### config.mk
export PLATFORM = sky130hd
export DESIGN_NAME = ps2_host_top
export DESIGN_NICKNAME = d
export VERILOG_FILES = /design/src/design/ps2_pkg.sv /design/src/design/ps2_bus_regs.sv /design/src/design/ps2_host_top.sv /design/src/design/ps2_line_sync.sv /design/src/design/ps2_receiver.sv /design/src/design/ps2_rx_fifo.sv /design/src/design/ps2_transmitter.sv
export SDC_FILE = /design/constraint.sdc
export NUM_CORES = 1
export LEC_CHECK = 0
export CORE_ASPECT_RATIO = 0.75
export CORE_UTILIZATION = 30
export CTS_BUF_LIST = sky130_fd_sc_hd__clkbuf_16
export DETAILED_ROUTE_END_ITERATION = 10
export DONT_BUFFER_PORTS = 1
export PLACE_DENSITY = 0.42
export SLEW_MARGIN = 15
export SYNTH_ARGS = -nofsm -noshare
export SYNTH_HDL_FRONTEND = slang
export SYNTH_SLANG_ARGS = --single-unit
### constraint.sdc
create_clock -name PS2_CLK_i -period 2.57 [get_ports PS2_CLK_i]
set_input_delay 0.3855 -clock PS2_CLK_i [delete_from_list [all_inputs] [get_ports PS2_CLK_i]]
set_output_delay 0.3855 -clock PS2_CLK_i [all_outputs]
set_load 0.01 [all_outputs]
### src/design/ps2_pkg.sv
`default_nettype none

package ps2_pkg;

    ////////////////////////////////////////////////////////////
    // Data and register map
    ////////////////////////////////////////////////////////////

    typedef logic [7:0] ps2_byte_t;

    // Word addresses on the slave bus
    localparam logic [1:0] REG_DATA    = 2'd0;
    localparam logic [1:0] REG_STATUS  = 2'd1;
    localparam logic [1:0] REG_CONTROL = 2'd2;

    // Status word bits
    localparam int STAT_RX_VALID   = 0;
    localparam int STAT_TX_BUSY    = 1;
    localparam int STAT_ACK_ERR    = 2;
    localparam int STAT_PARITY_ERR = 3;
    localparam int STAT_OVERFLOW   = 4;

    // Control word bits
    localparam int CTRL_IRQ_EN = 0;

    // Odd parity: bit makes total count of ones odd
    function automatic logic ps2_odd_parity(input ps2_byte_t data);
        return ~(^data);
    endfunction

endpackage

`default_nettype wire

### src/design/ps2_bus_regs.sv
`timescale 1ns/10ps
`default_nettype none

module ps2_bus_regs (
    input  logic               PS2_CLK_i,
    input  logic               arst_n_i,
    input  logic               chipselect_i,
    input  logic               write_i,
    input  logic [1:0]         address_i,
    input  logic [31:0]        writedata_i,
    output logic [31:0]        readdata_o,
    output logic               waitrequest_n_o,
    output logic               irq_o,
    output logic               tx_start_o,
    output ps2_pkg::ps2_byte_t tx_byte_o,
    input  logic               tx_busy_i,
    input  logic               tx_done_i,
    input  logic               ack_ok_i,
    input  logic               rx_err_i,
    input  ps2_pkg::ps2_byte_t fifo_head_i,
    input  logic               fifo_not_empty_i,
    input  logic               fifo_overflow_i,
    output logic               fifo_pop_o
);
    import ps2_pkg::*;

    logic        access;
    logic        data_wr;
    logic        stall;
    logic        complete;
    logic        ack_err_q;
    logic        parity_err_q;
    logic        overflow_q;
    logic        irq_en_q;
    logic [31:0] status_w;

    // New access only when not already in the completion cycle
    assign access   = chipselect_i && !waitrequest_n_o;
    assign data_wr  = access && write_i && (address_i == REG_DATA);
    // Data writes wait for the transmitter, tx_start covers the gap before busy
    assign stall    = data_wr && (tx_busy_i || tx_start_o);
    assign complete = access && !stall;

    assign irq_o = irq_en_q && fifo_not_empty_i;

    always_comb begin
        status_w                  = '0;
        status_w[STAT_RX_VALID]   = fifo_not_empty_i;
        status_w[STAT_TX_BUSY]    = tx_busy_i;
        status_w[STAT_ACK_ERR]    = ack_err_q;
        status_w[STAT_PARITY_ERR] = parity_err_q;
        status_w[STAT_OVERFLOW]   = overflow_q;
    end

    ////////////////////////////////////////////////////////////
    // Handshake, strobes and control state
    ////////////////////////////////////////////////////////////

    always_ff @(posedge PS2_CLK_i or negedge arst_n_i) begin
        if (!arst_n_i) begin
            waitrequest_n_o <= 1'b0;
            tx_start_o      <= 1'b0;
            fifo_pop_o      <= 1'b0;
            irq_en_q        <= 1'b0;
            ack_err_q       <= 1'b0;
            parity_err_q    <= 1'b0;
            overflow_q      <= 1'b0;
        end else begin
            waitrequest_n_o <= complete;
            tx_start_o      <= complete && write_i && (address_i == REG_DATA);
            fifo_pop_o      <= complete && !write_i && (address_i == REG_DATA)
                               && fifo_not_empty_i;
            if (complete && write_i && address_i == REG_CONTROL) begin
                irq_en_q <= writedata_i[CTRL_IRQ_EN];
            end
            // Write-one-to-clear, a new event wins over the clear
            if (complete && write_i && address_i == REG_STATUS) begin
                ack_err_q    <= ack_err_q & ~writedata_i[STAT_ACK_ERR];
                parity_err_q <= parity_err_q & ~writedata_i[STAT_PARITY_ERR];
                overflow_q   <= overflow_q & ~writedata_i[STAT_OVERFLOW];
            end
            if (tx_done_i && !ack_ok_i) begin
                ack_err_q <= 1'b1;
            end
            if (rx_err_i) begin
                parity_err_q <= 1'b1;
            end
            if (fifo_overflow_i) begin
                overflow_q <= 1'b1;
            end
        end
    end

    ////////////////////////////////////////////////////////////
    // Read data and transmit byte
    ////////////////////////////////////////////////////////////

    always_ff @(posedge PS2_CLK_i) begin
        if (complete && !write_i) begin
            case (address_i)
                REG_DATA:    readdata_o <= fifo_not_empty_i ? 32'(fifo_head_i) : '0;
                REG_STATUS:  readdata_o <= status_w;
                REG_CONTROL: readdata_o <= 32'(irq_en_q);
                default:     readdata_o <= '0;
            endcase
        end
        if (complete && data_wr) begin
            tx_byte_o <= writedata_i[7:0];
        end
    end

endmodule

`default_nettype wire

### src/design/ps2_host_top.sv
`timescale 1ns/10ps
`default_nettype none

module ps2_host_top #(
    parameter int INHIBIT_CYCLES = 5000,
    parameter int FILTER_LEN     = 8,
    parameter int FIFO_DEPTH     = 4
) (
    input  logic        PS2_CLK_i,
    input  logic        arst_n_i,
    input  logic        chipselect_i,
    input  logic        write_i,
    input  logic [1:0]  address_i,
    input  logic [31:0] writedata_i,
    output logic [31:0] readdata_o,
    output logic        waitrequest_n_o,
    output logic        irq_o,
    input  logic        kbd_clk_i,
    input  logic        kbd_dat_i,
    output logic        kbd_clk_oe_o,
    output logic        kbd_dat_oe_o
);
    import ps2_pkg::*;

    logic      clk_fall;
    logic      dat_level;
    ps2_byte_t rx_byte;
    logic      rx_strobe;
    logic      rx_err;
    ps2_byte_t fifo_head;
    logic      fifo_not_empty;
    logic      fifo_overflow;
    logic      fifo_pop;
    ps2_byte_t tx_byte;
    logic      tx_start;
    logic      tx_busy;
    logic      tx_done;
    logic      ack_ok;

    ////////////////////////////////////////////////////////////
    // Line conditioning
    ////////////////////////////////////////////////////////////

    // Only the falling edge of the clock line is used
    ps2_line_sync #(.FILTER_LEN(FILTER_LEN)) u_clk_sync (
        .PS2_CLK_i (PS2_CLK_i),
        .arst_n_i  (arst_n_i),
        .line_i    (kbd_clk_i),
        .level_o   (),
        .fall_o    (clk_fall)
    );

    // Only the level of the data line matters
    ps2_line_sync #(.FILTER_LEN(FILTER_LEN)) u_dat_sync (
        .PS2_CLK_i (PS2_CLK_i),
        .arst_n_i  (arst_n_i),
        .line_i    (kbd_dat_i),
        .level_o   (dat_level),
        .fall_o    ()
    );

    ////////////////////////////////////////////////////////////
    // Engines, queue and register block
    ////////////////////////////////////////////////////////////

    ps2_receiver u_rx (
        .PS2_CLK_i   (PS2_CLK_i),
        .arst_n_i    (arst_n_i),
        .enable_i    (~tx_busy),
        .clk_fall_i  (clk_fall),
        .dat_level_i (dat_level),
        .rx_byte_o   (rx_byte),
        .rx_strobe_o (rx_strobe),
        .rx_err_o    (rx_err)
    );

    ps2_transmitter #(.INHIBIT_CYCLES(INHIBIT_CYCLES)) u_tx (
        .PS2_CLK_i   (PS2_CLK_i),
        .arst_n_i    (arst_n_i),
        .tx_start_i  (tx_start),
        .tx_byte_i   (tx_byte),
        .clk_fall_i  (clk_fall),
        .dat_level_i (dat_level),
        .clk_oe_o    (kbd_clk_oe_o),
        .dat_oe_o    (kbd_dat_oe_o),
        .tx_busy_o   (tx_busy),
        .tx_done_o   (tx_done),
        .ack_ok_o    (ack_ok)
    );

    ps2_rx_fifo #(.FIFO_DEPTH(FIFO_DEPTH)) u_fifo (
        .PS2_CLK_i   (PS2_CLK_i),
        .arst_n_i    (arst_n_i),
        .push_i      (rx_strobe),
        .push_data_i (rx_byte),
        .pop_i       (fifo_pop),
        .head_o      (fifo_head),
        .not_empty_o (fifo_not_empty),
        .overflow_o  (fifo_overflow)
    );

    ps2_bus_regs u_regs (
        .PS2_CLK_i        (PS2_CLK_i),
        .arst_n_i         (arst_n_i),
        .chipselect_i     (chipselect_i),
        .write_i          (write_i),
        .address_i        (address_i),
        .writedata_i      (writedata_i),
        .readdata_o       (readdata_o),
        .waitrequest_n_o  (waitrequest_n_o),
        .irq_o            (irq_o),
        .tx_start_o       (tx_start),
        .tx_byte_o        (tx_byte),
        .tx_busy_i        (tx_busy),
        .tx_done_i        (tx_done),
        .ack_ok_i         (ack_ok),
        .rx_err_i         (rx_err),
        .fifo_head_i      (fifo_head),
        .fifo_not_empty_i (fifo_not_empty),
        .fifo_overflow_i  (fifo_overflow),
        .fifo_pop_o       (fifo_pop)
    );

endmodule

`default_nettype wire

### src/design/ps2_line_sync.sv
`timescale 1ns/10ps
`default_nettype none

module ps2_line_sync #(
    parameter int FILTER_LEN = 8
) (
    input  logic PS2_CLK_i,
    input  logic arst_n_i,
    input  logic line_i,
    output logic level_o,
    output logic fall_o
);

    localparam int CNT_W = $clog2(FILTER_LEN + 1);

    logic             meta_q;
    logic             sync_q;
    logic [CNT_W-1:0] cnt_q;

    // Idle PS/2 lines float high, so filter starts high
    always_ff @(posedge PS2_CLK_i or negedge arst_n_i) begin
        if (!arst_n_i) begin
            meta_q  <= 1'b1;
            sync_q  <= 1'b1;
            cnt_q   <= '0;
            level_o <= 1'b1;
            fall_o  <= 1'b0;
        end else begin
            meta_q <= line_i;
            sync_q <= meta_q;
            fall_o <= 1'b0;
            if (sync_q == level_o) begin
                cnt_q <= '0;
            end else if (cnt_q == CNT_W'(FILTER_LEN - 1)) begin
                // Enough matching samples, accept new level
                level_o <= sync_q;
                fall_o  <= level_o;
                cnt_q   <= '0;
            end else begin
                cnt_q <= cnt_q + 1'b1;
            end
        end
    end

endmodule

`default_nettype wire

### src/design/ps2_receiver.sv
`timescale 1ns/10ps
`default_nettype none

module ps2_receiver (
    input  logic               PS2_CLK_i,
    input  logic               arst_n_i,
    input  logic               enable_i,
    input  logic               clk_fall_i,
    input  logic               dat_level_i,
    output ps2_pkg::ps2_byte_t rx_byte_o,
    output logic               rx_strobe_o,
    output logic               rx_err_o
);
    import ps2_pkg::*;

    // shift_q[0] start, [8:1] data, [9] parity once ten bits are in
    logic [9:0] shift_q;
    logic [3:0] bit_cnt_q;
    logic       last_bit;
    logic       parity_ok;
    logic       stop_ok;

    assign last_bit  = (bit_cnt_q == 4'd10);
    assign parity_ok = (shift_q[9] == ps2_odd_parity(shift_q[8:1]));
    assign stop_ok   = dat_level_i;

    ////////////////////////////////////////////////////////////
    // Bit counter and frame check
    ////////////////////////////////////////////////////////////

    always_ff @(posedge PS2_CLK_i or negedge arst_n_i) begin
        if (!arst_n_i) begin
            bit_cnt_q   <= '0;
            rx_strobe_o <= 1'b0;
            rx_err_o    <= 1'b0;
        end else begin
            rx_strobe_o <= 1'b0;
            rx_err_o    <= 1'b0;
            if (!enable_i) begin
                // Host owns the bus, drop any partial frame
                bit_cnt_q <= '0;
            end else if (clk_fall_i) begin
                if (last_bit) begin
                    bit_cnt_q <= '0;
                    if (parity_ok && stop_ok) begin
                        rx_strobe_o <= 1'b1;
                    end else begin
                        rx_err_o <= 1'b1;
                    end
                end else if (bit_cnt_q == 4'd0 && dat_level_i) begin
                    // No start bit, stay idle
                    bit_cnt_q <= '0;
                end else begin
                    bit_cnt_q <= bit_cnt_q + 4'd1;
                end
            end
        end
    end

    ////////////////////////////////////////////////////////////
    // Payload capture
    ////////////////////////////////////////////////////////////

    always_ff @(posedge PS2_CLK_i) begin
        if (enable_i && clk_fall_i) begin
            shift_q <= {dat_level_i, shift_q[9:1]};
            if (last_bit) begin
                rx_byte_o <= shift_q[8:1];
            end
        end
    end

endmodule

`default_nettype wire

### src/design/ps2_rx_fifo.sv
`timescale 1ns/10ps
`default_nettype none

module ps2_rx_fifo #(
    parameter int FIFO_DEPTH = 4
) (
    input  logic               PS2_CLK_i,
    input  logic               arst_n_i,
    input  logic               push_i,
    input  ps2_pkg::ps2_byte_t push_data_i,
    input  logic               pop_i,
    output ps2_pkg::ps2_byte_t head_o,
    output logic               not_empty_o,
    output logic               overflow_o
);
    import ps2_pkg::*;

    localparam int AW = $clog2(FIFO_DEPTH);

    ps2_byte_t     mem_q [FIFO_DEPTH];
    logic [AW-1:0] wr_ptr_q;
    logic [AW-1:0] rd_ptr_q;
    logic [AW:0]   count_q;
    logic          full;
    logic          do_pop;
    logic          do_push;

    assign full        = (count_q == (AW + 1)'(FIFO_DEPTH));
    assign not_empty_o = (count_q != '0);
    assign head_o      = mem_q[rd_ptr_q];
    assign do_pop      = pop_i && not_empty_o;
    // A pop in the same cycle frees the slot for a push
    assign do_push     = push_i && (!full || do_pop);

    always_ff @(posedge PS2_CLK_i or negedge arst_n_i) begin
        if (!arst_n_i) begin
            wr_ptr_q   <= '0;
            rd_ptr_q   <= '0;
            count_q    <= '0;
            overflow_o <= 1'b0;
        end else begin
            overflow_o <= push_i && !do_push;
            if (do_push) begin
                wr_ptr_q <= wr_ptr_q + 1'b1;
            end
            if (do_pop) begin
                rd_ptr_q <= rd_ptr_q + 1'b1;
            end
            case ({do_push, do_pop})
                2'b10:   count_q <= count_q + 1'b1;
                2'b01:   count_q <= count_q - 1'b1;
                default: count_q <= count_q;
            endcase
        end
    end

    always_ff @(posedge PS2_CLK_i) begin
        if (do_push) begin
            mem_q[wr_ptr_q] <= push_data_i;
        end
    end

endmodule

`default_nettype wire

### src/design/ps2_transmitter.sv
`timescale 1ns/10ps
`default_nettype none

module ps2_transmitter #(
    parameter int INHIBIT_CYCLES = 5000
) (
    input  logic               PS2_CLK_i,
    input  logic               arst_n_i,
    input  logic               tx_start_i,
    input  ps2_pkg::ps2_byte_t tx_byte_i,
    input  logic               clk_fall_i,
    input  logic               dat_level_i,
    output logic               clk_oe_o,
    output logic               dat_oe_o,
    output logic               tx_busy_o,
    output logic               tx_done_o,
    output logic               ack_ok_o
);
    import ps2_pkg::*;

    localparam int CNT_W = $clog2(INHIBIT_CYCLES + 16);

    typedef enum logic [2:0] {
        ST_IDLE,
        ST_INHIBIT,
        ST_RTS,
        ST_SHIFT,
        ST_ACK,
        ST_FINISH
    } state_t;

    state_t           state_q;
    logic [CNT_W-1:0] cnt_q;
    // {parity, data}, shifted out LSB first with ones behind it
    logic [8:0]       frame_q;

    assign tx_busy_o = (state_q != ST_IDLE);

    ////////////////////////////////////////////////////////////
    // Frame sequencer
    ////////////////////////////////////////////////////////////

    always_ff @(posedge PS2_CLK_i or negedge arst_n_i) begin
        if (!arst_n_i) begin
            state_q   <= ST_IDLE;
            cnt_q     <= '0;
            clk_oe_o  <= 1'b0;
            dat_oe_o  <= 1'b0;
            tx_done_o <= 1'b0;
            ack_ok_o  <= 1'b0;
        end else begin
            tx_done_o <= 1'b0;
            case (state_q)
                ST_IDLE: begin
                    if (tx_start_i) begin
                        clk_oe_o <= 1'b1;
                        cnt_q    <= '0;
                        state_q  <= ST_INHIBIT;
                    end
                end
                ST_INHIBIT: begin
                    if (cnt_q == CNT_W'(INHIBIT_CYCLES - 1)) begin
                        // Request-to-send, data low under the held clock
                        dat_oe_o <= 1'b1;
                        state_q  <= ST_RTS;
                    end else begin
                        cnt_q <= cnt_q + 1'b1;
                    end
                end
                ST_RTS: begin
                    clk_oe_o <= 1'b0;
                    cnt_q    <= '0;
                    state_q  <= ST_SHIFT;
                end
                ST_SHIFT: begin
                    // Ten falls: eight data bits, parity, stop release
                    if (clk_fall_i) begin
                        dat_oe_o <= ~frame_q[0];
                        if (cnt_q == CNT_W'(9)) begin
                            state_q <= ST_ACK;
                        end else begin
                            cnt_q <= cnt_q + 1'b1;
                        end
                    end
                end
                ST_ACK: begin
                    if (clk_fall_i) begin
                        ack_ok_o <= ~dat_level_i;
                        state_q  <= ST_FINISH;
                    end
                end
                ST_FINISH: begin
                    // Device lets go of data once its clock is back high
                    if (dat_level_i) begin
                        tx_done_o <= 1'b1;
                        state_q   <= ST_IDLE;
                    end
                end
                default: state_q <= ST_IDLE;
            endcase
        end
    end

    always_ff @(posedge PS2_CLK_i) begin
        if (state_q == ST_IDLE && tx_start_i) begin
            frame_q <= {ps2_odd_parity(tx_byte_i), tx_byte_i};
        end else if (state_q == ST_SHIFT && clk_fall_i) begin
            frame_q <= {1'b1, frame_q[8:1]};
        end
    end

endmodule

`default_nettype wire

==> report_table.html, run 1 <==
<table>
<tr><th>Metric</th><th>Value</th></tr>
<tr><th colspan="2">Status</th></tr>
<tr><td>Status</td><td>completed</td></tr>
<tr><th colspan="2">Die</th></tr>
<tr><td>Die footprint</td><td>slightly above 0.02 sq mm</td></tr>
<tr><td>Floorplan row count</td><td>44</td></tr>
<tr><td>Floorplan Core Area</td><td>a little under 0.02 sq mm</td></tr>
<tr><td>Die Ht</td><td>~120 microns</td></tr>
<tr><td>Number of placed I/O pins</td><td>76</td></tr>
<tr><td>Chip Width</td><td>approximately 160 microns</td></tr>
<tr><td>Starting Density</td><td>slightly above 30%</td></tr>
<tr><th colspan="2">Pwr</th></tr>
<tr><td>Worst VDD drop</td><td>between 0.0004 and 0.0005 V</td></tr>
<tr><td>P per Cell Area</td><td>just under 800 mW/mm^2</td></tr>
<tr><td>Static leakage power</td><td>2.63 nW</td></tr>
<tr><th colspan="2">GRT</th></tr>
<tr><td>Global-route total usage across every layer</td><td>between 10% and 20%</td></tr>
<tr><td>Vias in the first global route</td><td>~3.2k</td></tr>
<tr><td>Total congestion overflow</td><td>0</td></tr>
<tr><td>Number of antenna violations at the first check in global routing</td><td>0</td></tr>
<tr><td>Pin count of the biggest net entering global routing</td><td>between 50 and 60</td></tr>
<tr><td>Wire length of the first global-routing pass</td><td>17,900 microns</td></tr>
<tr><th colspan="2">Yosys</th></tr>
<tr><td>Number of synthesized flops with an enable pin</td><td>74</td></tr>
<tr><td>Mux cell area share after synthesis</td><td>under 10%</td></tr>
<tr><td>Adder and majority gate portion of the synthesized area</td><td>between 2 and 3%</td></tr>
<tr><td>Synth async-reset ratio</td><td>a little over two fifths</td></tr>
<tr><td>Fraction of the yosys area taken by sequential cells</td><td>between 60% and 70%</td></tr>
<tr><td>Number of unique standard cell types used by synthesis</td><td>58</td></tr>
<tr><td>Post-synthesis share of cell area spent on and, or, nand and nor gates</td><td>a little over an eighth</td></tr>
<tr><td>Synth Warn #</td><td>0</td></tr>
<tr><td>Dominant cells by area after synthesis</td><td>sky130_fd_sc_hd__edfxtp_1 (37%), sky130_fd_sc_hd__dfrtp_1 (21%), sky130_fd_sc_hd__buf_4 (3.0%)</td></tr>
<tr><td>Primary flip-flop cell chosen by synthesis mapping</td><td>sky130_fd_sc_hd__edfxtp_1</td></tr>
<tr><td>Compound-cell area share of the yosys netlist</td><td>7.17%</td></tr>
<tr><td>Largest area contributor in the netlist</td><td>sky130_fd_sc_hd__edfxtp_1</td></tr>
<tr><td>Number of flip-flops and latches in the synthesized netlist</td><td>130</td></tr>
<tr><td>Synth Area in XOR/XNOR</td><td>3.69%</td></tr>
<tr><td>Post-synthesis instance area</td><td>between 0.005 and 0.006 sq mm</td></tr>
<tr><td>Top-area cell type share of the netlist area</td><td>a little under two fifths</td></tr>
<tr><td>Synth Instances</td><td>approximately 460</td></tr>
<tr><td>Dominant combinational cell family by area after synthesis</td><td>simple AND/OR/NAND/NOR gates</td></tr>
<tr><td>Synth Area per Inst</td><td>12.9 sq um</td></tr>
<tr><th colspan="2">Cells and area</th></tr>
<tr><td>Highest-count cells in the layout ignoring fill and taps</td><td>sky130_fd_sc_hd__edfxtp_1 (74), sky130_fd_sc_hd__dfrtp_1 (50), sky130_fd_sc_hd__nor2_1 (32), sky130_fd_sc_hd__nand2_1 (28), sky130_fd_sc_hd__conb_1 (24)</td></tr>
<tr><td>Number of nets at the end of the flow</td><td>roughly 530</td></tr>
<tr><td>Growth of design area from synthesis to finish</td><td>14.0%</td></tr>
<tr><td>Antenna diodes</td><td>0</td></tr>
<tr><td>Area occupied by multi-input gates</td><td>between 0.002 and 0.0025 sq mm</td></tr>
<tr><td>Final instance count without filler cells</td><td>about 740</td></tr>
<tr><td>Layout fillers</td><td>1,874</td></tr>
<tr><td>Share of post-route cells with drive strength above 1</td><td>between 10% and 20%</td></tr>
<tr><td>Most common library cell in the layout ignoring fill and taps</td><td>sky130_fd_sc_hd__edfxtp_1</td></tr>
<tr><td>Sequential Area</td><td>0.00363 sq mm</td></tr>
<tr><th colspan="2">Timing</th></tr>
<tr><td>Unrepaired setup endpoints after global routing</td><td>no</td></tr>
<tr><td>Highest achievable clock rate</td><td>between 400 and 500 MHz</td></tr>
<tr><td>Endpoints failing setup</td><td>0</td></tr>
<tr><td>Setup Total Neg Slack</td><td>0 ps</td></tr>
<tr><td>Period Utilization, post-route</td><td>80.5%</td></tr>
<tr><td>Max-Slew Margin vs Limit</td><td>around three fifths</td></tr>
<tr><td>Final Critical Period</td><td>slightly above 2000 ps</td></tr>
<tr><td>Final Skew</td><td>5.93 ps</td></tr>
<tr><td>Worst slew pin tran</td><td>between 600 and 700 ps</td></tr>
<tr><td>Final Hold Viols</td><td>0</td></tr>
<tr><td>Max-slew violations</td><td>0</td></tr>
<tr><th colspan="2">Critical path</th></tr>
<tr><td>Worst Path Max Fanout</td><td>6</td></tr>
<tr><td>Type of element launching the critical path</td><td>flop</td></tr>
<tr><td>Worst path required time</td><td>approximately 2900 ps</td></tr>
<tr><td>Cell depth of the worst flop-to-flop path</td><td>7</td></tr>
<tr><td>Worst path top cell family by delay</td><td>simple AND/OR/NAND/NOR gates</td></tr>
<tr><td>Slowest library cell on the worst path</td><td>sky130_fd_sc_hd__dfrtp_1</td></tr>
<tr><td>Setup crit end kind</td><td>flop</td></tr>
<tr><td>Crit path cell chain</td><td>or3_1 &gt; nand2_1 &gt; or2_2 &gt; fa_1 &gt; nor3_1 &gt; o21ai_0 &gt; a22oi_1</td></tr>
<tr><td>Arrival time at the worst endpoint</td><td>roughly 2400 ps</td></tr>
<tr><td>Max stage delay on crit path</td><td>420 ps</td></tr>
<tr><td>Path type of the worst setup path</td><td>reg2reg</td></tr>
<tr><td>Worst Path Buf+Inv</td><td>0</td></tr>
<tr><td>Slack of the worst reg-to-reg path</td><td>500 ps</td></tr>
<tr><td>Launch point of the worst reg-to-reg path</td><td>u_fifo.count_q[1]$_DFFE_PN0P_</td></tr>
<tr><td>Reg-to-Reg End</td><td>u_fifo.count_q[1]$_DFFE_PN0P_</td></tr>
<tr><th colspan="2">Min path</th></tr>
<tr><td>Worst Hold Launch</td><td>writedata_i[3]</td></tr>
<tr><td>Endpoint of the worst hold path</td><td>u_regs.tx_byte_o[3]$_DFFE_PP_</td></tr>
<tr><td>Hold Crit Depth</td><td>0</td></tr>
<tr><td>Worst min-delay path category</td><td>in2reg</td></tr>
<tr><th colspan="2">Routing</th></tr>
<tr><td>Per-cell via count in the routed design</td><td>between 4 and 5</td></tr>
<tr><td>Number of nets with antenna violations after detailed routing</td><td>0</td></tr>
<tr><td>First-pass detailed-route iteration total</td><td>4</td></tr>
<tr><td>Iter 0 DRT Violations</td><td>270</td></tr>
<tr><td>Total Routed Length</td><td>11,000 microns</td></tr>
<tr><td>Total number of vias</td><td>around 3.4k</td></tr>
<tr><td>Avg WL per Cell</td><td>15.0 microns</td></tr>
<tr><td>Drt drc</td><td>0</td></tr>
<tr><th colspan="2">Placement</th></tr>
<tr><td>Final Wtd Congestion</td><td>approximately 0.74</td></tr>
<tr><td># port buffers</td><td>0</td></tr>
<tr><td>Number of placed instances with taps included</td><td>roughly 700</td></tr>
<tr><td>HPWL after detailed placement</td><td>roughly 7700 microns</td></tr>
<tr><th colspan="2">Clocking</th></tr>
<tr><td>H-tree depth</td><td>4</td></tr>
<tr><td>Clock input transition at the sequential cells of the worst setup and hold paths</td><td>around 50 ps</td></tr>
<tr><td>Clk Latency, worst-skew pair</td><td>between 400 and 500 ps</td></tr>
<tr><td>Clock tree sinks</td><td>between 100 and 150</td></tr>
<tr><td>Post-CTS setup-driven buffer insertion count</td><td>0</td></tr>
<tr><td>Root cell of the clock tree</td><td>sky130_fd_sc_hd__clkbuf_16</td></tr>
<tr><td>Maximum buffer depth of the clock tree</td><td>2</td></tr>
<tr><td>Number of buffers inserted during clock tree synthesis</td><td>17</td></tr>
<tr><td>TritonCTS clock tree</td><td>done</td></tr>
<tr><th colspan="2">Run</th></tr>
<tr><td>Max-cap violation count</td><td>0</td></tr>
</table>
worst register-to-register path, stage by stage (launching register included):
cell and delay (ps):
sky130_fd_sc_hd__dfrtp_1 420, sky130_fd_sc_hd__or3_1 410, sky130_fd_sc_hd__nand2_1 110, sky130_fd_sc_hd__or2_2 130, sky130_fd_sc_hd__fa_1 420, sky130_fd_sc_hd__nor3_1 190
sky130_fd_sc_hd__o21ai_0 110, sky130_fd_sc_hd__a22oi_1 200
how the worst max path moves through the flow:
stage / cells past startpoint / startpoint / to / slack, ps
floorplan: 8 / u_fifo.count_q[1]$_DFFE_PN0P_ / u_fifo.count_q[1]$_DFFE_PN0P_ / 540
global placement: 7 / u_fifo.count_q[1]$_DFFE_PN0P_ / u_fifo.count_q[1]$_DFFE_PN0P_ / 550
detailed placement: 3 / u_regs.fifo_pop_o$_DFF_PN0_ / u_fifo.mem_q[3][3]$_DFFE_PP_ / 470
CTS: 3 / u_regs.fifo_pop_o$_DFF_PN0_ / u_fifo.mem_q[3][1]$_DFFE_PP_ / 460
global route: 3 / u_regs.fifo_pop_o$_DFF_PN0_ / u_fifo.mem_q[3][1]$_DFFE_PP_ / 310
finish: 7 / u_fifo.count_q[1]$_DFFE_PN0P_ / u_fifo.count_q[1]$_DFFE_PN0P_ / 500
what timing repair did:
action	in CTS	in global routing
hold buffers	4	0
resized for setup	0	0
endpoints found under the hold margin	58	0
Yosys cell counts, drive strengths merged, types with 2 or more instances:
master and n:
a2bb2oi 2, and3 16, edfxtp 74, a21oi 15
dfrtp 50, nor3b 4, nand4 3, o21ai 27
nor2 33, dfstp 6, buf 33, or3 3
nand3b 4, mux2 12, xor2 6, nor4b 3
and2 7, mux4 8, nand3 15, o22ai 2
nor2b 4, nand2b 7, a21o 2, a22oi 5
inv 15, clkbuf 8, nor3 13, a21boi 2
mux2i 6, xnor2 19, nand2 28, o41ai 2
ha 11
report_power, final:
part / leakage, nW / internal, mW / switching (mW) / total, mW
clock: 0.298 / 1.58 / 0.816 / 2.40
sequential: 1.41 / 2.33 / 0.170 / 2.50
combinational: 0.928 / 0.205 / 0.210 / 0.415
total: 2.63 / 4.12 / 1.20 / 5.31
cell type report:
type                            count  area share, %
Tap cell                          253           4.68
Inverter                           15          0.832
Clock buffer                       17           6.29
Timing Repair Buffer               14           1.96
Sequential cell                   130           53.7
Clock inverter                     12           2.26
Multi-Input combinational cell    296           30.3
routing by layer:
| metal | GRT usage [%] | vias up | routed length (microns) | share of wire [%] |
|---|---|---|---|---|
| li1 | - | 1635 | - | - |
| met4 | 5.05 | 0 | 178 | 1.6 |
| met1 | 17.4 | 1638 | 5910 | 54 |
| met2 | 15.8 | 77 | 4340 | 39 |
| met5 | 0 | - | 0 | 0 |
| met3 | 3.76 | 15 | 607 | 5.5 |
sequential cells by signal (all words and copies together) (netlist names), 2 cells and up:
signal and cells:
u_fifo.mem_q 32, u_tx.state_q 3, u_rx.bit_cnt_q 4, u_fifo.wr_ptr_q 2
u_clk_sync.cnt_q 4, u_regs.readdata_o 8, u_dat_sync.cnt_q 4, u_rx.shift_q 9
u_tx.cnt_q 13, u_regs.tx_byte_o 8, u_rx.rx_byte_o 8, u_tx.frame_q 9
u_fifo.count_q 3, u_fifo.rd_ptr_q 2
cells by family after synthesis:
family	after synthesis
flip-flops	130
XOR/XNOR	25
AO/OA/AOI/OAI	66
other	1
buffers and inverters	56
AND/OR/NAND/NOR	143
adder cells (fa/ha/maj)	12
multiplexers	26
per-stage QoR:
stage               setup WS [ps]  instance area, sq um  power, mW  hold slack, ps  util [%]
finish                        500                  6770       5.31            73.1      34.9
global route                  308                  6770       5.55            50.1      34.9
CTS                           464                  6770       5.39            52.0      34.9
detailed placement            473                  6130       2.93            90.9      31.6
global placement              546                  6130       2.92            91.1      31.6
floorplan                     536                  6020       2.87            89.9         -
No activity file was read; power rests on OpenSTA's default activity.
==> inputs of run 2 (changes only) <==
Settings changed: ABC_AREA from default to 1, PLACE_DENSITY 0.42 to 0.43.
Clock period 2.57 ns to 1.7 ns, I/O delays scaled along.
==> report_table.html, run 2 <==
<table>
<tr><th>Metric</th><th>Value</th></tr>
<tr><th colspan="2">Critical path</th></tr>
<tr><td>Most common cell on crit path</td><td>sky130_fd_sc_hd__nand2_1</td></tr>
<tr><td>Path type of the worst setup path</td><td>reg2reg (unchanged)</td></tr>
<tr><td>Max stage delay on crit path</td><td>380 ps (was 420 ps)</td></tr>
<tr><td>Worst path required time</td><td>2000 ps (was 2890 ps)</td></tr>
<tr><td>Slowest library cell on the worst path</td><td>sky130_fd_sc_hd__dfrtp_1 (unchanged)</td></tr>
<tr><td>Slack of the worst reg-to-reg path</td><td>70 ps (was 500 ps)</td></tr>
<tr><td>Type of element launching the critical path</td><td>flop (unchanged)</td></tr>
<tr><td>Arrival time at the worst endpoint</td><td>1930 ps (was 2390 ps)</td></tr>
<tr><td>Crit path cell chain</td><td>inv_1 &gt; nand2_1 &gt; nand2_1 &gt; nor2_2 &gt; inv_1 &gt; fa_2 &gt; inv_2 &gt; nand2_1 &gt; o21ai_2 &gt; inv_1 &gt; nand2_1 &gt; nand2_1 (was or3_1 &gt; nand2_1 &gt; or2_2 &gt; fa_1 &gt; nor3_1 &gt; o21ai_0 &gt; a22oi_1)</td></tr>
<tr><td>Worst Path Max Fanout</td><td>4 (was 6)</td></tr>
<tr><td>Setup crit end kind</td><td>flop (unchanged)</td></tr>
<tr><td>Cell depth of the worst flop-to-flop path</td><td>12 (was 7)</td></tr>
<tr><th colspan="2">Routing</th></tr>
<tr><td>Avg WL per Cell</td><td>13.0 microns (was 15.0 microns)</td></tr>
<tr><td>Per-cell via count in the routed design</td><td>4.31 (was 4.57)</td></tr>
<tr><td>Total Routed Length</td><td>12,200 microns (was 11,000 microns)</td></tr>
<tr><td>First-pass detailed-route iteration total</td><td>7 (was 4)</td></tr>
<tr><td>Drt drc</td><td>6 (was 0)</td></tr>
<tr><td>Total number of vias</td><td>4,034 (was 3,365)</td></tr>
<tr><td>Iter 0 DRT Violations</td><td>292 (was 270)</td></tr>
<tr><td>Number of nets with antenna violations after detailed routing</td><td>0 (unchanged)</td></tr>
<tr><th colspan="2">Status</th></tr>
<tr><td>Status</td><td>finished with violations (was completed)</td></tr>
<tr><td>Violations in the final reports</td><td>DRC</td></tr>
<tr><th colspan="2">Placement</th></tr>
<tr><td>HPWL after detailed placement</td><td>8510 microns (was 7670 microns)</td></tr>
<tr><td>Final Wtd Congestion</td><td>0.805 (was 0.741)</td></tr>
<tr><td># port buffers</td><td>0 (unchanged)</td></tr>
<tr><td>Number of placed instances with taps included</td><td>888 (was 704)</td></tr>
<tr><th colspan="2">Clocking</th></tr>
<tr><td>H-tree depth</td><td>4 (unchanged)</td></tr>
<tr><td>Number of buffers inserted during clock tree synthesis</td><td>17 (unchanged)</td></tr>
<tr><td>Clock tree sinks</td><td>130 (unchanged)</td></tr>
<tr><td>TritonCTS clock tree</td><td>done (unchanged)</td></tr>
<tr><td>Clk Latency, worst-skew pair</td><td>420 ps (was 410 ps)</td></tr>
<tr><td>Maximum buffer depth of the clock tree</td><td>2 (unchanged)</td></tr>
<tr><td>Clock input transition at the sequential cells of the worst setup and hold paths</td><td>60 ps (was 50 ps)</td></tr>
<tr><td>Root cell of the clock tree</td><td>sky130_fd_sc_hd__clkbuf_16 (unchanged)</td></tr>
<tr><th colspan="2">Cells and area</th></tr>
<tr><td>Sequential Area</td><td>0.00363 sq mm (unchanged)</td></tr>
<tr><td>Area occupied by multi-input gates</td><td>0.00199 sq mm (was 0.00205 sq mm)</td></tr>
<tr><td>Most common library cell in the layout ignoring fill and taps</td><td>sky130_fd_sc_hd__nand2_1 (was sky130_fd_sc_hd__edfxtp_1)</td></tr>
<tr><td>Layout fillers</td><td>1,935 (was 1,874)</td></tr>
<tr><td>Top register by number of flip-flops</td><td>u_fifo.mem_q (unchanged)</td></tr>
<tr><td>Number of nets at the end of the flow</td><td>721 (was 526)</td></tr>
<tr><td>Highest-count cells in the layout ignoring fill and taps</td><td>sky130_fd_sc_hd__nand2_1 (151), sky130_fd_sc_hd__edfxtp_1 (74), sky130_fd_sc_hd__inv_1 (73), sky130_fd_sc_hd__nor2_1 (66), sky130_fd_sc_hd__dfrtp_1 (50) (was sky130_fd_sc_hd__edfxtp_1 (74), sky130_fd_sc_hd__dfrtp_1 (50), sky130_fd_sc_hd__nor2_1 (32), sky130_fd_sc_hd__nand2_1 (28), sky130_fd_sc_hd__conb_1 (24))</td></tr>
<tr><td>Flip-flop count of the largest register after layout</td><td>32 (unchanged)</td></tr>
<tr><td>Antenna diodes</td><td>0 (unchanged)</td></tr>
<tr><td>Registers with the highest flip-flop counts</td><td>u_fifo.mem_q: 32 flops, u_tx.cnt_q: 13 flops (unchanged)</td></tr>
<tr><td>Share of post-route cells with drive strength above 1</td><td>13.6% (was 14.3%)</td></tr>
<tr><td>Growth of design area from synthesis to finish</td><td>20.1% (was 14.0%)</td></tr>
<tr><td>Final instance count without filler cells</td><td>935 (was 737)</td></tr>
<tr><th colspan="2">Pwr</th></tr>
<tr><td>Reg power frac</td><td>43.2% (was 47.1%)</td></tr>
<tr><td>Switching power share of the total</td><td>29.2% (was 22.5%)</td></tr>
<tr><td>P per Cell Area</td><td>1210 mW/mm^2 (was 786 mW/mm^2)</td></tr>
<tr><td>Combinational share of power</td><td>16.2% (was 7.8%)</td></tr>
<tr><td>Static leakage power</td><td>3.07 nW (was 2.63 nW)</td></tr>
<tr><td>Clock power frac</td><td>40.5% (was 45.1%)</td></tr>
<tr><td>Worst VDD drop</td><td>0.000563 V (was 0.000422 V)</td></tr>
<tr><td>P_sw</td><td>2.54 mW (was 1.20 mW)</td></tr>
<tr><td>Internal power consumption</td><td>6.15 mW (was 4.12 mW)</td></tr>
<tr><th colspan="2">GRT</th></tr>
<tr><td>Number of antenna violations at the first check in global routing</td><td>0 (unchanged)</td></tr>
<tr><td>Global-route total usage across every layer</td><td>12.8% (was 11.8%)</td></tr>
<tr><td>Pin count of the biggest net entering global routing</td><td>57 (unchanged)</td></tr>
<tr><td>Wire length of the first global-routing pass</td><td>20,200 microns (was 17,900 microns)</td></tr>
<tr><td>Vias in the first global route</td><td>4,020 (was 3,225)</td></tr>
<tr><td>Total congestion overflow</td><td>0 (unchanged)</td></tr>
<tr><th colspan="2">Yosys</th></tr>
<tr><td>Synth Instances</td><td>613 (was 459)</td></tr>
<tr><td>Synth Area per Inst</td><td>9.79 sq um (was 12.9 sq um)</td></tr>
<tr><td>Number of flip-flops and latches in the synthesized netlist</td><td>130 (unchanged)</td></tr>
<tr><td>Dominant cells by area after synthesis</td><td>sky130_fd_sc_hd__edfxtp_1 (37%), sky130_fd_sc_hd__dfrtp_1 (21%), sky130_fd_sc_hd__nand2_1 (9.4%) (was sky130_fd_sc_hd__edfxtp_1 (37%), sky130_fd_sc_hd__dfrtp_1 (21%), sky130_fd_sc_hd__buf_4 (3.0%))</td></tr>
<tr><td>Top cell types by occurrence after synthesis</td><td>sky130_fd_sc_hd__nand2_1 (151), sky130_fd_sc_hd__inv_1 (75), sky130_fd_sc_hd__edfxtp_1 (74), sky130_fd_sc_hd__nor2_1 (70), sky130_fd_sc_hd__dfrtp_1 (50) (was sky130_fd_sc_hd__edfxtp_1 (74), sky130_fd_sc_hd__dfrtp_1 (50), sky130_fd_sc_hd__nor2_1 (32), sky130_fd_sc_hd__nand2_1 (28), sky130_fd_sc_hd__buf_4 (24))</td></tr>
<tr><td>Synth async-reset ratio</td><td>43.1% (unchanged)</td></tr>
<tr><td>Largest area contributor in the netlist</td><td>sky130_fd_sc_hd__edfxtp_1 (unchanged)</td></tr>
<tr><td>Top-area cell type share of the netlist area</td><td>37.0% (was 37.5%)</td></tr>
<tr><td>Post-synthesis instance area</td><td>0.00600 sq mm (was 0.00593 sq mm)</td></tr>
<tr><td>Number of synthesized flops with an enable pin</td><td>74 (unchanged)</td></tr>
<tr><td>Fraction of the yosys area taken by sequential cells</td><td>60.5% (was 61.2%)</td></tr>
<tr><td>Most common cell in the netlist</td><td>sky130_fd_sc_hd__nand2_1 (was sky130_fd_sc_hd__edfxtp_1)</td></tr>
<tr><td>Synth Warn #</td><td>0 (unchanged)</td></tr>
<tr><td>Number of unique standard cell types used by synthesis</td><td>33 (was 58)</td></tr>
<tr><td>Primary flip-flop cell chosen by synthesis mapping</td><td>sky130_fd_sc_hd__edfxtp_1 (unchanged)</td></tr>
<tr><th colspan="2">Timing</th></tr>
<tr><td>Unrepaired setup endpoints after global routing</td><td>yes (was no)</td></tr>
<tr><td>Period Utilization, post-route</td><td>95.7% (was 80.5%)</td></tr>
<tr><td>Final Critical Period</td><td>1630 ps (was 2070 ps)</td></tr>
<tr><td>Final Skew</td><td>15.5 ps (was 5.93 ps)</td></tr>
<tr><td>Max-Slew Margin vs Limit</td><td>66.2% (was 59.4%)</td></tr>
<tr><td>Setup Total Neg Slack</td><td>0 ps (unchanged)</td></tr>
<tr><td>Endpoints failing setup</td><td>0 (unchanged)</td></tr>
<tr><td>Max-slew violations</td><td>0 (unchanged)</td></tr>
<tr><td>Final Hold Viols</td><td>0 (unchanged)</td></tr>
<tr><td>Worst slew pin tran</td><td>506 ps (was 607 ps)</td></tr>
<tr><td>Highest achievable clock rate</td><td>615 MHz (was 483 MHz)</td></tr>
<tr><th colspan="2">Die</th></tr>
<tr><td>Starting Density</td><td>30.8% (was 30.6%)</td></tr>
<tr><td>Chip Width</td><td>165 microns (was 164 microns)</td></tr>
<tr><td>Number of placed I/O pins</td><td>76 (unchanged)</td></tr>
<tr><td>Die Ht</td><td>124 microns (about the same)</td></tr>
<tr><td>Floorplan Core Area</td><td>0.0195 sq mm (was 0.0194 sq mm)</td></tr>
<tr><td>Die footprint</td><td>0.0206 sq mm (was 0.0203 sq mm)</td></tr>
<tr><td>Floorplan row count</td><td>44 (unchanged)</td></tr>
<tr><th colspan="2">Min path</th></tr>
<tr><td>Worst min-delay path category</td><td>in2reg (unchanged)</td></tr>
<tr><td>Hold Crit Depth</td><td>3 (was 0)</td></tr>
<tr><th colspan="2">Run</th></tr>
<tr><td>Max-cap violation count</td><td>0 (unchanged)</td></tr>
</table>
[run 2: changes by cell type after synthesis, moves of 7 or more]
cell / change
sky130_fd_sc_hd__a21oi_1: -8
sky130_fd_sc_hd__and2_1: -7
sky130_fd_sc_hd__and3_1: -16
sky130_fd_sc_hd__inv_1: +61
sky130_fd_sc_hd__mux2_2: -10
sky130_fd_sc_hd__mux4_2: -8
sky130_fd_sc_hd__nand2_1: +123
sky130_fd_sc_hd__nand3_1: +11
sky130_fd_sc_hd__nor2_1: +38
sky130_fd_sc_hd__o21ai_0: +11
sky130_fd_sc_hd__xnor2_1: -8
sky130_fd_sc_hd__xor2_1: +7
[run 2: per-layer routing]
layer / GRT usage, % / vias up / part of all wire, %
met2: 18.6 / 83 / 43
met5: 0 / - / 0
met3: 3.96 / 12 / 5.1
li1: - / 2050 / -
met4: 4.26 / 0 / 1.0
met1: 17.8 / 1889 / 51
[run 2: repair_timing]
action	4_1_cts	5_1_grt
hold buffers	13	0
pin swaps	0	4
endpoints found under the setup margin	1	44
hold endpoints to repair	68	0
setup buffers	1	1
gates cloned	0	0
gates resized for setup	0	12
[run 2: cell families after synthesis]
kind of cell / count (synthesis) / synth area share, %
AO/OA/AOI/OAI: 60 / 5.69
XOR/XNOR: 24 / 3.50
AND/OR/NAND/NOR: 277 / 19.0
other: 1 / 0.0625
adder cells (fa/ha/maj): 12 / 2.63
buffers and inverters: 109 / 8.55
flip-flops: 130 / 60.5
[run 2: final timing paths]
path                                                from                         endpoint
setup / recovery           u_fifo.count_q[2]$_DFFE_PN0P_    u_fifo.count_q[2]$_DFFE_PN0P_
hold / removal                            writedata_i[3]  u_regs.parity_err_q$_DFFE_PN0P_
setup reg to reg           u_fifo.count_q[2]$_DFFE_PN0P_    u_fifo.count_q[2]$_DFFE_PN0P_
hold reg to reg              u_clk_sync.meta_q$_DFF_PN1_      u_clk_sync.sync_q$_DFF_PN1_
max in group asynchronous                       arst_n_i   u_dat_sync.level_o$_DFFE_PN1P_
min in group asynchronous                       arst_n_i        u_tx.cnt_q[1]$_DFFE_PN0P_
[run 2: power by group through the flow]
stage	logic (mW)	clock network (mW)	registers (mW)
final	1.41	3.52	3.76
after global routing	1.63	3.76	3.79
after CTS	1.40	3.61	3.76
after detailed placement	1.33	0	3.82
after global placement	1.31	0	3.81
after floorplan	0.941	0	3.77
[run 2: stage by stage]
step                cell area [sq um]  util, %  worst slack (ps)  power [mW]  hold WS [ps]
detailed placement               6430     33.0              21.7        5.15         -38.5
global route                     7200     37.0             -91.8        9.18          23.3
floorplan                        6100        -              7.01        4.71         -40.6
finish                           7200     37.0              73.0        8.69          19.8
global placement                 6430     33.0              55.3        5.12         -38.5
CTS                              7150     36.7              23.8        8.77          6.30
[run 2: layout make-up]
type	count	share of cell area [%]
Clock buffer	17	5.91
Clock inverter	15	2.00
Sequential cell	130	50.4
Multi-Input combinational cell	397	27.6
Inverter	78	4.12
Tap cell	253	4.40
Timing Repair Buffer	45	5.56
[run 2: critical path, delay by kind of cell, from the launching register on]
kind / cells / cell delay, ps
compound gates: 1 / 60
fa+ha+maj: 1 / 340
buf+inv: 4 / 270
flops: 1 / 380
simple gates: 6 / 470
==> inputs of run 3 (changes only) <==
Settings changed: HOLD_SLACK_MARGIN from default to 0.15, PLACE_DENSITY 0.43 to 0.42.
Clock period 1.7 ns to 1.65 ns, I/O delays scaled along.
==> report_table.html, run 3 (synthesized netlist as in run 2, its figures left out) <==
<table>
<tr><th>Metric</th><th>Value</th></tr>
<tr><th colspan="2">Timing</th></tr>
<tr><td>Setup Total Neg Slack</td><td>0 ps (unchanged)</td></tr>
<tr><td>Final Skew</td><td>11.8 ps (was 15.5 ps)</td></tr>
<tr><td>Unrepaired setup endpoints after global routing</td><td>yes (unchanged)</td></tr>
<tr><td>Worst Slack Setup Final</td><td>69.6 ps (was 73.0 ps)</td></tr>
<tr><td>Max-slew violations</td><td>0 (unchanged)</td></tr>
<tr><td>Highest achievable clock rate</td><td>~630 MHz</td></tr>
<tr><td>Period Utilization, post-route</td><td>95.8%</td></tr>
<tr><td>Final Critical Period</td><td>1580 ps</td></tr>
<tr><td>Endpoints failing setup</td><td>0 (unchanged)</td></tr>
<tr><td>Worst hold-check slack</td><td>177 ps (was 19.8 ps)</td></tr>
<tr><td>Final Hold Viols</td><td>0 (unchanged)</td></tr>
<tr><th colspan="2">Routing</th></tr>
<tr><td>Drt drc</td><td>16 (was 6)</td></tr>
<tr><td>First-pass detailed-route iteration total</td><td>8 (was 7)</td></tr>
<tr><td>Total Routed Length</td><td>11,900 microns (was 12,200 microns)</td></tr>
<tr><td>Avg WL per Cell</td><td>12.6 microns (was 13.0 microns)</td></tr>
<tr><td>Iter 0 DRT Violations</td><td>354 (was 292)</td></tr>
<tr><td>Per-cell via count in the routed design</td><td>4.31 (about the same)</td></tr>
<tr><td>Number of nets with antenna violations after detailed routing</td><td>0 (unchanged)</td></tr>
<tr><td>Total number of vias</td><td>4,073 (was 4,034)</td></tr>
<tr><th colspan="2">Pwr</th></tr>
<tr><td>Reg power frac</td><td>42.8% (was 43.2%)</td></tr>
<tr><td>P per Cell Area</td><td>1230 mW/mm^2 (was 1210 mW/mm^2)</td></tr>
<tr><td>Static leakage power</td><td>3.13 nW (was 3.07 nW)</td></tr>
<tr><td>Switching power share of the total</td><td>28.0% (was 29.2%)</td></tr>
<tr><td>Clock power frac</td><td>40.5% (about the same)</td></tr>
<tr><td>Worst VDD drop</td><td>0.000676 V (was 0.000563 V)</td></tr>
<tr><td>Power consumption</td><td>9.05 mW (was 8.69 mW)</td></tr>
<tr><td>P_sw</td><td>2.53 mW (was 2.54 mW)</td></tr>
<tr><td>Combinational share of power</td><td>16.6% (was 16.2%)</td></tr>
<tr><td>Internal power consumption</td><td>6.52 mW (was 6.15 mW)</td></tr>
<tr><th colspan="2">Cells and area</th></tr>
<tr><td>Number of nets at the end of the flow</td><td>732 (was 721)</td></tr>
<tr><td>Top register by number of flip-flops</td><td>u_fifo.mem_q (unchanged)</td></tr>
<tr><td>Final instance count without filler cells</td><td>946 (was 935)</td></tr>
<tr><td>Most common library cell in the layout ignoring fill and taps</td><td>sky130_fd_sc_hd__nand2_1 (unchanged)</td></tr>
<tr><td>Highest-count cells in the layout ignoring fill and taps</td><td>sky130_fd_sc_hd__nand2_1 (148), sky130_fd_sc_hd__edfxtp_1 (74), sky130_fd_sc_hd__inv_1 (71), sky130_fd_sc_hd__nor2_1 (63), sky130_fd_sc_hd__dfrtp_1 (47) (was sky130_fd_sc_hd__nand2_1 (151), sky130_fd_sc_hd__edfxtp_1 (74), sky130_fd_sc_hd__inv_1 (73), sky130_fd_sc_hd__nor2_1 (66), sky130_fd_sc_hd__dfrtp_1 (50))</td></tr>
<tr><td>Share of post-route cells with drive strength above 1</td><td>16.2% (was 13.6%)</td></tr>
<tr><td>Antenna diodes</td><td>0 (unchanged)</td></tr>
<tr><td>Growth of design area from synthesis to finish</td><td>22.4% (was 20.1%)</td></tr>
<tr><td>Registers with the highest flip-flop counts</td><td>u_fifo.mem_q: 32 flops, u_tx.cnt_q: 13 flops (unchanged)</td></tr>
<tr><td>Layout fillers</td><td>1,945 (was 1,935)</td></tr>
<tr><td>Flip-flop count of the largest register after layout</td><td>32 (unchanged)</td></tr>
<tr><th colspan="2">Critical path</th></tr>
<tr><td>Worst Path Max Fanout</td><td>3 (was 4)</td></tr>
<tr><td>Setup crit end kind</td><td>primary output (was flop)</td></tr>
<tr><td>Type of element launching the critical path</td><td>flop (unchanged)</td></tr>
<tr><td>Worst path required time</td><td>1400 ps (was 2000 ps)</td></tr>
<tr><td>Path type of the worst setup path</td><td>reg2out (was reg2reg)</td></tr>
<tr><td>Launch point of the worst reg-to-reg path</td><td>u_fifo.count_q[1]$_DFFE_PN0P_ (was u_fifo.count_q[2]$_DFFE_PN0P_)</td></tr>
<tr><td>Cell depth of the worst flop-to-flop path</td><td>12 (unchanged)</td></tr>
<tr><td>Reg-to-Reg End</td><td>u_fifo.count_q[2]$_DFFE_PN0P_ (unchanged)</td></tr>
<tr><td>Arrival time at the worst endpoint</td><td>1330 ps (was 1930 ps)</td></tr>
<tr><td>Slack of the worst reg-to-reg path</td><td>120 ps (was 70 ps)</td></tr>
<tr><th colspan="2">Clocking</th></tr>
<tr><td>Clock input transition at the sequential cells of the worst setup and hold paths</td><td>60 ps (about the same)</td></tr>
<tr><td>Root cell of the clock tree</td><td>sky130_fd_sc_hd__clkbuf_16 (unchanged)</td></tr>
<tr><td>Number of buffers inserted during clock tree synthesis</td><td>17 (unchanged)</td></tr>
<tr><td>TritonCTS clock tree</td><td>done (unchanged)</td></tr>
<tr><td>H-tree depth</td><td>4 (unchanged)</td></tr>
<tr><td>Clk Latency, worst-skew pair</td><td>410 ps (was 420 ps)</td></tr>
<tr><td>Maximum buffer depth of the clock tree</td><td>2 (unchanged)</td></tr>
<tr><td>Clock tree sinks</td><td>130 (unchanged)</td></tr>
<tr><th colspan="2">Placement</th></tr>
<tr><td># port buffers</td><td>0 (unchanged)</td></tr>
<tr><td>Placement Setup Slack</td><td>-15.4 ps (was 21.7 ps)</td></tr>
<tr><td>Number of placed instances with taps included</td><td>894 (was 888)</td></tr>
<tr><td>HPWL after detailed placement</td><td>8430 microns (was 8510 microns)</td></tr>
<tr><td>Final Wtd Congestion</td><td>0.778 (was 0.805)</td></tr>
<tr><th colspan="2">Status</th></tr>
<tr><td>Violations in the final reports</td><td>DRC (unchanged)</td></tr>
<tr><td>Status</td><td>finished with violations (unchanged)</td></tr>
<tr><th colspan="2">Min path</th></tr>
<tr><td>Endpoint of the worst hold path</td><td>u_regs.fifo_pop_o$_DFF_PN0_ (was u_regs.parity_err_q$_DFFE_PN0P_)</td></tr>
<tr><td>Worst Hold Launch</td><td>chipselect_i (was writedata_i[3])</td></tr>
<tr><td>Worst min-delay path category</td><td>in2reg (unchanged)</td></tr>
<tr><td>Hold Crit Depth</td><td>4 (was 3)</td></tr>
<tr><th colspan="2">Die</th></tr>
<tr><td>Chip Width</td><td>165 microns (unchanged)</td></tr>
<tr><td>Floorplan row count</td><td>44 (unchanged)</td></tr>
<tr><td>Die Ht</td><td>124 microns (unchanged)</td></tr>
<tr><td>Floorplan Core Area</td><td>0.0195 sq mm (unchanged)</td></tr>
<tr><td>Die footprint</td><td>0.0206 sq mm (unchanged)</td></tr>
<tr><td>Number of placed I/O pins</td><td>76 (unchanged)</td></tr>
<tr><td>Starting Density</td><td>30.8% (unchanged)</td></tr>
<tr><th colspan="2">GRT</th></tr>
<tr><td>Pin count of the biggest net entering global routing</td><td>57 (unchanged)</td></tr>
<tr><td>Vias in the first global route</td><td>4,035 (was 4,020)</td></tr>
<tr><td>Number of antenna violations at the first check in global routing</td><td>0 (unchanged)</td></tr>
<tr><td>Global-route total usage across every layer</td><td>12.6% (was 12.8%)</td></tr>
<tr><td>Wire length of the first global-routing pass</td><td>20,000 microns (was 20,200 microns)</td></tr>
<tr><td>Total congestion overflow</td><td>0 (unchanged)</td></tr>
<tr><th colspan="2">Run</th></tr>
<tr><td>Max-cap violation count</td><td>0 (unchanged)</td></tr>
</table>
==> run 3: area by class of cell <==
type                    instances  area [sq um]  share of cell area, %
flip-flops and latches        130          3630                   49.5
multi-input cells             397          2010                   27.4
repair buffers                 56           503                   6.85
clock buffers                  17           425                   5.80
well taps                     253           317                   4.31
inverters                      78           297                   4.04
clock inverters                15           154                   2.10
==> run 3: what timing repair did <==
item | in CTS | in global routing
setup buffers | 0 | 4
gates cloned | 0 | 0
resized for setup | 1 | 24
endpoints found under the hold margin | 72 | 0
hold buffers | 16 | 0
setup endpoints to repair | 10 | 58
pin swaps | 0 | 3
==> run 3: critical path, cell delays in order, from the launching register on <==
cell and delay (ps):
sky130_fd_sc_hd__dfrtp_1 390, sky130_fd_sc_hd__nor2_2 150, sky130_fd_sc_hd__nand2_2 80, sky130_fd_sc_hd__buf_4 150
sky130_fd_sc_hd__inv_1 100, sky130_fd_sc_hd__nor2_2 70
==> run 3: power by group through the flow <==
stage	combinational, mW	clock, mW	sequential, mW
after floorplan	0.970	0	3.88
after global placement	1.36	0	3.92
after detailed placement	1.38	0	3.92
after CTS	1.46	3.79	3.86
after global routing	1.73	3.95	3.91
final	1.51	3.67	3.88
==> run 3: worst max path at each step <==
stage / cells after the start / end / slack [ps] / startpoint
3_5_place_dp: 7 / u_tx.cnt_q[11]$_DFFE_PN0P_ / -20 / u_tx.cnt_q[0]$_DFFE_PN0P_
5_1_grt: 5 / irq_o / -10 / u_fifo.count_q[1]$_DFFE_PN0P_
3_3_place_gp: 12 / u_fifo.count_q[2]$_DFFE_PN0P_ / 20 / u_fifo.count_q[1]$_DFFE_PN0P_
6_report: 5 / irq_o / 70 / u_fifo.count_q[1]$_DFFE_PN0P_
4_1_cts: 9 / u_tx.cnt_q[8]$_DFFE_PN0P_ / 30 / u_tx.cnt_q[0]$_DFFE_PN0P_
2_1_floorplan: 5 / u_regs.readdata_o[0]$_DFFE_PP_ / -40 / u_tx.state_q[1]$_DFFE_PN0P_
==> run 3: stage by stage <==
stage / instance area [sq um] / util, %
after floorplan: 6100 / -
after global routing: 7340 / 37.7
after global placement: 6490 / 33.3
final: 7340 / 37.7
after CTS: 7250 / 37.2
after detailed placement: 6490 / 33.3
==> run 3: routing by layer <==
| metal | vias to the layer above | track usage [%] | share of wire [%] |
|---|---|---|---|
| met5 | - | 0 | 0 |
| li1 | 2070 | - | - |
| met4 | 0 | 3.40 | 0.64 |
| met3 | 6 | 4.13 | 4.5 |
| met2 | 89 | 18.0 | 42 |
| met1 | 1908 | 18.1 | 53 |
